File: src/rtl/ppe_config.svh
// receive PPE parameters: lane count, pipeline depth, queue depths, field widths
`ifndef PPE_CONFIG_SVH
`define PPE_CONFIG_SVH

// ----------------------------------------------------------------------
// lane structure
// ----------------------------------------------------------------------
// parallel processing lanes
`define NUM_LANES 4
// registered stages per lane pipeline
`define PIPE_DEPTH 6

// ----------------------------------------------------------------------
// queue depths, each one also the starting credit of its upstream hop
// ----------------------------------------------------------------------
`define LANE_FIFO_DEPTH 2
`define MERGE_BUF_DEPTH 4
`define DISP_DEPTH 4
// sink credit ceiling
`define OUT_CREDITS 8

// ----------------------------------------------------------------------
// field widths
// ----------------------------------------------------------------------
`define ID_BITS 8
`define PORT_BITS 5
`define TC_BITS 3

`endif

File: src/rtl/ppe_pkg.sv
// receive PPE types: packet-type enum, header and result structs, credit widths
`include "ppe_config.svh"

package ppe_pkg;

  // ----------------------------------------------------------------------
  // packet type
  // ----------------------------------------------------------------------
  // encoding is {mirror, group bit}, so classification is a plain concat
  typedef enum logic [1:0] {
    uc        = 2'b00,
    mc        = 2'b01,
    mirror_uc = 2'b10,
    mirror_mc = 2'b11
  } pkt_type_t;

  // ----------------------------------------------------------------------
  // header segment from ingress
  // ----------------------------------------------------------------------
  typedef struct packed {
    logic                  valid;
    logic [`ID_BITS-1:0]   id;
    logic [`PORT_BITS-1:0] in_port;
    // first octet in bits 47:40, group bit at 40
    logic [47:0]           dmac;
    logic [`TC_BITS-1:0]   pcp;
    logic                  mirror;
  } ppe_hdr_t;

  // ----------------------------------------------------------------------
  // forwarding result back to ingress
  // ----------------------------------------------------------------------
  typedef struct packed {
    logic                            valid;
    logic [`ID_BITS-1:0]             id;
    // egress port
    logic [`PORT_BITS-1:0]           port;
    logic [`TC_BITS-1:0]             tc;
    // {in_port, tc}
    logic [`PORT_BITS+`TC_BITS-1:0]  policer_idx;
    pkt_type_t                       pkt_type;
  } ppe_res_t;

  // ----------------------------------------------------------------------
  // lane vectors and credit counters
  // ----------------------------------------------------------------------
  // one bit per lane
  typedef logic [`NUM_LANES-1:0] lane_vec_t;
  // lane number, also round-robin pointer
  typedef logic [$clog2(`NUM_LANES)-1:0] lane_idx_t;

  // counters wide enough to hold their full value
  typedef logic [$clog2(`DISP_DEPTH+1)-1:0]      disp_cnt_t;
  typedef logic [$clog2(`LANE_FIFO_DEPTH+1)-1:0] lane_cnt_t;
  typedef logic [$clog2(`MERGE_BUF_DEPTH+1)-1:0] merge_cnt_t;
  typedef logic [$clog2(`OUT_CREDITS+1)-1:0]     out_cnt_t;

endpackage

File: src/rtl/hdr_dispatch.sv
// header dispatcher: input queue, per-lane credit counters, round-robin issue
`timescale 1ns/1ps
`include "ppe_config.svh"

module hdr_dispatch (
  input  logic               cclk,
  input  logic               rst,
  input  ppe_pkg::ppe_hdr_t  hdr_in,
  input  ppe_pkg::lane_vec_t lane_credit,
  output logic               hdr_credit,
  output ppe_pkg::ppe_hdr_t  lane_hdr [`NUM_LANES]
);
  import ppe_pkg::*;

  localparam int qptr_w = $clog2(`DISP_DEPTH);
  localparam disp_cnt_t q_full = disp_cnt_t'(`DISP_DEPTH);
  localparam lane_cnt_t lane_full = lane_cnt_t'(`LANE_FIFO_DEPTH);

  // ----------------------------------------------------------------------
  // input queue
  // ----------------------------------------------------------------------
  ppe_hdr_t          q_mem [`DISP_DEPTH];
  logic [qptr_w-1:0] q_wr_ptr;
  logic [qptr_w-1:0] q_rd_ptr;
  disp_cnt_t         q_count;
  logic              enq;
  logic              issue;

  // per-lane credits and arbiter state
  lane_cnt_t         lane_cnt [`NUM_LANES];
  lane_idx_t         rr_ptr;
  lane_idx_t         sel_lane;
  logic              sel_found;

  // source only drives valid while it holds a credit
  assign enq   = hdr_in.valid;
  // head present and some lane can take it
  assign issue = (q_count != '0) && sel_found;

  always_ff @(posedge cclk) begin
    if (enq) begin
      q_mem[q_wr_ptr] <= hdr_in;
    end
  end

  always_ff @(posedge cclk) begin
    if (rst) begin
      q_wr_ptr <= '0;
      q_rd_ptr <= '0;
      q_count  <= '0;
    end else begin
      if (enq) begin
        q_wr_ptr <= (q_wr_ptr == qptr_w'(`DISP_DEPTH - 1)) ? '0 : q_wr_ptr + 1'b1;
      end
      if (issue) begin
        q_rd_ptr <= (q_rd_ptr == qptr_w'(`DISP_DEPTH - 1)) ? '0 : q_rd_ptr + 1'b1;
      end
      q_count <= q_count + disp_cnt_t'(enq) - disp_cnt_t'(issue);
    end
  end

  // ----------------------------------------------------------------------
  // round-robin pick among lanes holding credit
  // ----------------------------------------------------------------------
  always_comb begin
    lane_idx_t cand;
    sel_found = 1'b0;
    sel_lane  = rr_ptr;
    // scan starts at rr_ptr, first lane with credit wins
    for (int k = 0; k < `NUM_LANES; k++) begin
      cand = lane_idx_t'((int'(rr_ptr) + k) % `NUM_LANES);
      if (!sel_found && lane_cnt[cand] != '0) begin
        sel_found = 1'b1;
        sel_lane  = cand;
      end
    end
  end

  always_ff @(posedge cclk) begin
    if (rst) begin
      rr_ptr     <= '0;
      hdr_credit <= 1'b0;
      for (int i = 0; i < `NUM_LANES; i++) begin
        lane_cnt[i]       <= lane_full;
        lane_hdr[i].valid <= 1'b0;
      end
    end else begin
      // one queue slot freed per issue
      hdr_credit <= issue;
      if (issue) begin
        rr_ptr <= lane_idx_t'((int'(sel_lane) + 1) % `NUM_LANES);
      end
      for (int i = 0; i < `NUM_LANES; i++) begin
        // returned credit in, spent credit out
        lane_cnt[i] <= lane_cnt[i] + lane_cnt_t'(lane_credit[i])
                       - lane_cnt_t'(issue && (sel_lane == lane_idx_t'(i)));
        if (issue && (sel_lane == lane_idx_t'(i))) begin
          // queued entries already carry valid
          lane_hdr[i] <= q_mem[q_rd_ptr];
        end else begin
          lane_hdr[i].valid <= 1'b0;
        end
      end
    end
  end

  // ----------------------------------------------------------------------
  // checks
  // ----------------------------------------------------------------------
  for (genvar i = 0; i < `NUM_LANES; i++) begin : g_cnt_chk
    // lane returns no more credits than it was given
    a_lane_cnt_max: assert property (@(posedge cclk) disable iff (rst)
      lane_cnt[i] <= lane_full);
  end

  // source must not send without a credit
  a_q_no_overflow: assert property (@(posedge cclk) disable iff (rst)
    enq |-> (q_count != q_full));

endmodule

File: src/rtl/ppe_lane.sv
// processing lane: header FIFO, merger credit counter, classifier and delay pipeline
`timescale 1ns/1ps
`include "ppe_config.svh"

module ppe_lane (
  input  logic              cclk,
  input  logic              rst,
  input  ppe_pkg::ppe_hdr_t hdr_in,
  input  logic              merge_credit,
  output logic              hdr_credit,
  output ppe_pkg::ppe_res_t res_out
);
  import ppe_pkg::*;

  localparam int fptr_w = $clog2(`LANE_FIFO_DEPTH);
  localparam lane_cnt_t fifo_full = lane_cnt_t'(`LANE_FIFO_DEPTH);
  localparam merge_cnt_t mcred_init = merge_cnt_t'(`MERGE_BUF_DEPTH);

  // ----------------------------------------------------------------------
  // input FIFO
  // ----------------------------------------------------------------------
  ppe_hdr_t          fifo_mem [`LANE_FIFO_DEPTH];
  logic [fptr_w-1:0] fifo_wr_ptr;
  logic [fptr_w-1:0] fifo_rd_ptr;
  lane_cnt_t         fifo_count;
  ppe_hdr_t          head;
  logic              push;
  logic              pop;

  // merge buffer slots owned by this lane
  merge_cnt_t        mcred;

  // classifier output and delay line
  logic [7:0]        port_hash;
  ppe_res_t          cls;
  ppe_res_t          pipe [`PIPE_DEPTH];

  assign push = hdr_in.valid;
  assign head = fifo_mem[fifo_rd_ptr];
  // a slot downstream is reserved at pop, so the pipeline never stalls
  assign pop  = (fifo_count != '0) && (mcred != '0);

  always_ff @(posedge cclk) begin
    if (push) begin
      fifo_mem[fifo_wr_ptr] <= hdr_in;
    end
  end

  always_ff @(posedge cclk) begin
    if (rst) begin
      fifo_wr_ptr <= '0;
      fifo_rd_ptr <= '0;
      fifo_count  <= '0;
      mcred       <= mcred_init;
      hdr_credit  <= 1'b0;
    end else begin
      if (push) begin
        fifo_wr_ptr <= (fifo_wr_ptr == fptr_w'(`LANE_FIFO_DEPTH - 1)) ? '0
                       : fifo_wr_ptr + 1'b1;
      end
      if (pop) begin
        fifo_rd_ptr <= (fifo_rd_ptr == fptr_w'(`LANE_FIFO_DEPTH - 1)) ? '0
                       : fifo_rd_ptr + 1'b1;
      end
      fifo_count <= fifo_count + lane_cnt_t'(push) - lane_cnt_t'(pop);
      mcred      <= mcred + merge_cnt_t'(merge_credit) - merge_cnt_t'(pop);
      // FIFO slot back to dispatcher
      hdr_credit <= pop;
    end
  end

  // ----------------------------------------------------------------------
  // classification
  // ----------------------------------------------------------------------
  // port from low byte xor second byte of dmac
  assign port_hash = head.dmac[7:0] ^ head.dmac[15:8];

  always_comb begin
    cls             = '0;
    cls.valid       = pop;
    cls.id          = head.id;
    cls.port        = port_hash[`PORT_BITS-1:0];
    cls.tc          = head.pcp;
    cls.policer_idx = {head.in_port, head.pcp};
    // group bit is the lsb of the first octet
    cls.pkt_type    = pkt_type_t'({head.mirror, head.dmac[40]});
  end

  // ----------------------------------------------------------------------
  // fixed delay line, PIPE_DEPTH cycles from pop to res_out
  // ----------------------------------------------------------------------
  always_ff @(posedge cclk) begin
    if (rst) begin
      for (int s = 0; s < `PIPE_DEPTH; s++) begin
        pipe[s].valid <= 1'b0;
      end
    end else begin
      pipe[0] <= cls;
      for (int s = 1; s < `PIPE_DEPTH; s++) begin
        pipe[s] <= pipe[s-1];
      end
    end
  end

  assign res_out = pipe[`PIPE_DEPTH-1];

  // dispatcher must hold a credit for every push
  a_fifo_no_overflow: assert property (@(posedge cclk) disable iff (rst)
    push |-> (fifo_count != fifo_full));

endmodule

File: src/rtl/result_merge.sv
// result merger: per-lane buffers, round-robin output arbiter, output credit counter
`timescale 1ns/1ps
`include "ppe_config.svh"

module result_merge (
  input  logic               cclk,
  input  logic               rst,
  input  ppe_pkg::ppe_res_t  lane_res [`NUM_LANES],
  input  logic               res_credit,
  output ppe_pkg::lane_vec_t merge_credit,
  output ppe_pkg::ppe_res_t  res_out
);
  import ppe_pkg::*;

  localparam int bptr_w = $clog2(`MERGE_BUF_DEPTH);
  localparam merge_cnt_t rb_full = merge_cnt_t'(`MERGE_BUF_DEPTH);
  localparam out_cnt_t out_max = out_cnt_t'(`OUT_CREDITS);

  // ----------------------------------------------------------------------
  // per-lane result buffers
  // ----------------------------------------------------------------------
  ppe_res_t          rb_mem    [`NUM_LANES][`MERGE_BUF_DEPTH];
  logic [bptr_w-1:0] rb_wr_ptr [`NUM_LANES];
  logic [bptr_w-1:0] rb_rd_ptr [`NUM_LANES];
  merge_cnt_t        rb_count  [`NUM_LANES];

  // arbiter and sink credits
  lane_idx_t         rr_ptr;
  lane_idx_t         sel_lane;
  logic              sel_found;
  logic              send;
  out_cnt_t          out_cnt;
  out_cnt_t          out_cnt_nxt;

  always_ff @(posedge cclk) begin
    for (int i = 0; i < `NUM_LANES; i++) begin
      if (lane_res[i].valid) begin
        rb_mem[i][rb_wr_ptr[i]] <= lane_res[i];
      end
    end
  end

  // ----------------------------------------------------------------------
  // round-robin over non-empty buffers
  // ----------------------------------------------------------------------
  always_comb begin
    lane_idx_t cand;
    sel_found = 1'b0;
    sel_lane  = rr_ptr;
    for (int k = 0; k < `NUM_LANES; k++) begin
      cand = lane_idx_t'((int'(rr_ptr) + k) % `NUM_LANES);
      if (!sel_found && rb_count[cand] != '0) begin
        sel_found = 1'b1;
        sel_lane  = cand;
      end
    end
  end

  // only with a sink credit in hand
  assign send = sel_found && (out_cnt != '0);

  // sink credit count, saturating at OUT_CREDITS
  always_comb begin
    out_cnt_nxt = out_cnt - out_cnt_t'(send);
    if (res_credit && out_cnt_nxt != out_max) begin
      out_cnt_nxt = out_cnt_nxt + 1'b1;
    end
  end

  always_ff @(posedge cclk) begin
    if (rst) begin
      rr_ptr        <= '0;
      out_cnt       <= '0;
      merge_credit  <= '0;
      res_out.valid <= 1'b0;
      for (int i = 0; i < `NUM_LANES; i++) begin
        rb_wr_ptr[i] <= '0;
        rb_rd_ptr[i] <= '0;
        rb_count[i]  <= '0;
      end
    end else begin
      out_cnt      <= out_cnt_nxt;
      merge_credit <= '0;
      if (send) begin
        // registered output, buffer slot handed back to the lane
        res_out                <= rb_mem[sel_lane][rb_rd_ptr[sel_lane]];
        merge_credit[sel_lane] <= 1'b1;
        rr_ptr                 <= lane_idx_t'((int'(sel_lane) + 1) % `NUM_LANES);
      end else begin
        res_out.valid <= 1'b0;
      end
      for (int i = 0; i < `NUM_LANES; i++) begin
        if (lane_res[i].valid) begin
          rb_wr_ptr[i] <= (rb_wr_ptr[i] == bptr_w'(`MERGE_BUF_DEPTH - 1)) ? '0
                          : rb_wr_ptr[i] + 1'b1;
        end
        if (send && sel_lane == lane_idx_t'(i)) begin
          rb_rd_ptr[i] <= (rb_rd_ptr[i] == bptr_w'(`MERGE_BUF_DEPTH - 1)) ? '0
                          : rb_rd_ptr[i] + 1'b1;
        end
        rb_count[i] <= rb_count[i] + merge_cnt_t'(lane_res[i].valid)
                       - merge_cnt_t'(send && sel_lane == lane_idx_t'(i));
      end
    end
  end

  // ----------------------------------------------------------------------
  // checks
  // ----------------------------------------------------------------------
  for (genvar i = 0; i < `NUM_LANES; i++) begin : g_rb_chk
    // lane spends a credit at pop, so a full buffer means lost credit
    a_rb_no_overflow: assert property (@(posedge cclk) disable iff (rst)
      lane_res[i].valid |-> (rb_count[i] != rb_full));
  end

  // every result was covered by a sink credit the cycle before
  a_out_has_credit: assert property (@(posedge cclk) disable iff (rst)
    res_out.valid |-> ($past(out_cnt) != '0));

endmodule

File: src/rtl/rx_ppe_top.sv
// receive PPE top: dispatcher, generated processing lanes, result merger
`timescale 1ns/1ps
`include "ppe_config.svh"

module rx_ppe_top (
  input  logic              cclk,
  input  logic              rst,
  input  ppe_pkg::ppe_hdr_t hdr_in,
  input  logic              res_credit,
  output logic              hdr_credit,
  output ppe_pkg::ppe_res_t res_out
);
  import ppe_pkg::*;

  // ----------------------------------------------------------------------
  // inter-block wiring
  // ----------------------------------------------------------------------
  // dispatcher to lanes, credits back
  ppe_hdr_t  lane_hdr [`NUM_LANES];
  lane_vec_t lane_credit;
  // lanes to merger, credits back
  ppe_res_t  lane_res [`NUM_LANES];
  lane_vec_t merge_credit;

  hdr_dispatch u_dispatch (
    .cclk        (cclk),
    .rst         (rst),
    .hdr_in      (hdr_in),
    .lane_credit (lane_credit),
    .hdr_credit  (hdr_credit),
    .lane_hdr    (lane_hdr)
  );

  // one lane per slot
  for (genvar i = 0; i < `NUM_LANES; i++) begin : g_lane
    ppe_lane u_lane (
      .cclk         (cclk),
      .rst          (rst),
      .hdr_in       (lane_hdr[i]),
      .merge_credit (merge_credit[i]),
      .hdr_credit   (lane_credit[i]),
      .res_out      (lane_res[i])
    );
  end

  result_merge u_merge (
    .cclk         (cclk),
    .rst          (rst),
    .lane_res     (lane_res),
    .res_credit   (res_credit),
    .merge_credit (merge_credit),
    .res_out      (res_out)
  );

endmodule

File: config.mk
export PLATFORM = sky130hd
export DESIGN_NAME = rx_ppe_top
export DESIGN_NICKNAME = d
export VERILOG_FILES = /design/src/rtl/ppe_pkg.sv /design/src/rtl/hdr_dispatch.sv /design/src/rtl/ppe_lane.sv /design/src/rtl/result_merge.sv /design/src/rtl/rx_ppe_top.sv
export VERILOG_INCLUDE_DIRS = /design/src /design/src/rtl
export SDC_FILE = /design/constraint.sdc
export NUM_CORES = 2
export LEC_CHECK = 0
export BUFFER_PORTS_ARGS = -buffer_cell sky130_fd_sc_hd__buf_4
export CORE_MARGIN = 1
export CORE_UTILIZATION = 60
export DETAILED_ROUTE_END_ITERATION = 12
export GPL_TIMING_DRIVEN = 0
export PLACE_DENSITY = 0.76
export SYNTH_ARGS = -nofsm -noshare
export SYNTH_HDL_FRONTEND = slang
export SYNTH_HIERARCHICAL = 1
export SYNTH_SLANG_ARGS = --single-unit
File: constraint.sdc
create_clock -name cclk -period 4.8 [get_ports cclk]
set_input_delay 0.72 -clock cclk [delete_from_list [all_inputs] [get_ports cclk]]
set_output_delay 0.72 -clock cclk [all_outputs]
set_load 0.03 [all_outputs]
==> run_results.csv <==
group,metric,value,unit
run_status,outcome,"finished, final reports clean",
synthesis,synth_area,56700,µm²
final_layout,fill_cells,5418,
die,die_area,95700,µm²
clocking,clk_pin_slew,0.06,ns
sta,min_period,4.36,ns
clocking,tritoncts,"built",
clocking,postCtsHoldBufs,0,
clocking,clock_latency,0.74,ns
sta,tightest_slew,1.10,ns
grt,antenna_found_initial,1,
final_layout,drive_above_1_share,0.253,
routing,finalWirelength,116000,µm
place,place_area,59400,µm²
worst_setup_path,slowest_stage,"buf_1",
routing,drc,0,
sta,setup_viol,0,
sta,period_share,0.909,
die,die_w,309,µm
routing,drt-initial-drc-count,2781,
place,place_ws,0.482,ns
pwr,vdd_ir_drop_max,0.809,mV
worst_setup_path,slowest_delay,0.71,ns
clocking,clock-root-buffer,"clkbuf_16",
place,io_buffers,59,
sta,tns,0,ns
worst_setup_path,crit_type,"flop to flop",
die,ioPinCount,97,
synthesis,postSynthNetCount,2826,
pwr,power.leakage,21.5,nW
grt,grt_pass1_wl,171000,µm
place,gp_congestion,0.805,
die,row_count,112,
sta,hold_ws,0.184,ns
worst_setup_path,critical_path_peak_fanout,11,
final_layout,final_cell_area,64100,µm²
synthesis,synth_cells,2689,
sta,finClkSkew,0.0238,ns
sta,relSlewSlack,0.267,
routing,postRouteAntennaNets,0,
synthesis,syn_avg_cell_area,21.1,µm²
min_path,holdCritPathClass,"input pin to flop",
clocking,clk_path_buf_depth,3,
sta,max_freq,0.229,GHz
grt,track_usage,0.249,
synthesis,yosysWarnings,6,
routing,drtPass1Iterations,5,
die,fp.coreArea,93500,µm²
clocking,cts_resized,0,
sta,slew_violations,0,
final_layout,fin_nets,3061,
clocking,cts-htree-levels,4,
routing,vias,25500,
clocking,cts_sinks,1585,
pwr,p_per_area,638,nW/µm²
job,maxCapViolCount,0,
routing,wl_per_cell,27.0,µm
clocking,cts_buffers,148,
sta,hold_violations,0,
place,place_hpwl,66400,µm
sta,fin_ws,0.437,ns
worst_setup_path,required,5.40,ns
routing,vias_per_cell,5.93,
final_layout,areaGrowthSynthToFinish,13.0,%
die,initial_core_util,0.606,
grt,grt_max_degree,95,
grt,grt_overflow,0,
die,die_height,309,µm
clocking,cts_setup_buffers,0,
worst_setup_path,critical_path_arrival,4.96,ns
sta,grt_setup_unrepaired,"no",
worst_setup_path,crit_path_end_kind,"flop",
worst_setup_path,critPathLaunchType,"flop",
worst_setup_path,crit_chain,"nor3_1 -> mux4_2 -> o211ai_1 -> nand2_2 -> buf_2 -> buf_1 -> ha_1 -> nand2_1 -> xnor2_1 -> ha_1 -> inv_1 -> fa_1 -> xor2_1 -> xnor2_1 -> nor2_1",
grt,grt_pass1_vias,27000,
-- through the flow --
| step | utilization | instances | power [W] |
|---|---|---|---|
| finish | 0.686 | 4304 | 0.0409 |
| global route | 0.686 | 4304 | 0.0422 |
| CTS | 0.686 | 4303 | 0.0409 |
| detailed placement | 0.635 | 4028 | 0.0294 |
| global placement | 0.628 | 4002 | 0.0289 |
| floorplan | - | 2689 | 0.0257 |
-- state kept, by name, summed over array words and instances, names as in the netlist, 8 cells and up, named ones only --
signal / flops
u_merge/rb_mem: 432
u_dispatch/q_mem: 116
u_merge/rb_wr_ptr: 8
g_lane.u_lane/mcred: 12
u_dispatch/lane_hdr: 116
u_merge/rb_count: 12
u_merge/rb_rd_ptr: 8
g_lane.u_lane/pipe: 576
u_dispatch/lane_cnt: 8
u_merge/res_out: 27
g_lane.u_lane/fifo_mem: 224
g_lane.u_lane/fifo_count: 8
-- routing by layer --
metal / vias to the layer above / GRT usage / wire length, µm
li1: 10900 / - / -
met1: 13000 / 0.315 / 43000
met2: 1393 / 0.432 / 60200
met3: 295 / 0.0420 / 9100
met4: 0 / 0.101 / 3920
met5: - / 0 / 0
-- critical path: cells and delay by family, from the launching register on --
| kind | cells | cell delay, ns |
|---|---|---|
| adders and majority gates | 3 | 0.86 |
| buffers and inverters | 3 | 1.07 |
| DFF | 1 | 0.35 |
| AOI/OAI and AO/OA | 1 | 0.20 |
| xor gates and xnor gates | 3 | 0.52 |
| and+or+nand+nor | 4 | 0.83 |
| muxes | 1 | 0.41 |
-- cell type report --
class / instances / area [µm²] / area share
clock buffers: 192 / 3970 / 0.0620
plain buffers: 186 / 1230 / 0.0191
inverters: 47 / 200 / 0.00312
clock inverters: 83 / 744 / 0.0116
flip-flops and latches: 1585 / 46500 / 0.726
well taps: 1254 / 1570 / 0.0245
diodes: 1 / 2.50 / 0.0000391
repair buffers: 85 / 1020 / 0.0159
multi-input cells: 871 / 8830 / 0.138
-- power by group --
group / switching (W) / internal, W
sequential: 0.000578 / 0.0169
clock: 0.00507 / 0.00635
combinational: 0.00706 / 0.00493
-- cell usage in the layout, fill, tap and decap left out, drive strengths merged, types with 5 or more instances in the layout --
cell / count
edfxtp: 1478
buf: 239
clkbuf: 224
mux4: 139
dfxtp: 107
nand2: 96
mux2: 80
nor2: 61
clkinv: 60
ha: 59
inv: 58
and2: 58
nor2b: 48
xnor2: 46
o21ai: 46
xor2: 38
a211oi: 29
a31oi: 28
nor3: 20
nand2b: 12
a21oi: 12
nand3: 11
fa: 9
or2: 9
bufinv: 8
or3: 8
mux2i: 7
a21o: 7
and3: 6
nor3b: 5
nor4b: 5
-- path summary, 6_finish.rpt --
check / start / endpoint / slack (ns) / cells past startpoint
worst max register to register: u_merge/rb_count[3][1] / u_merge/rb_count[3][2] / 0.44 / 15
worst max-delay path: u_merge/rb_count[3][1] / u_merge/rb_count[3][2] / 0.44 / 15
worst min register to register: g_lane[3].u_lane/pipe[0][6] / g_lane[3].u_lane/pipe[0][33] / 0.41 / 0
worst min-delay path: hdr_in[55] / u_dispatch/q_mem[1][55] / 0.18 / 1
Power figures use the tool's default switching activity.
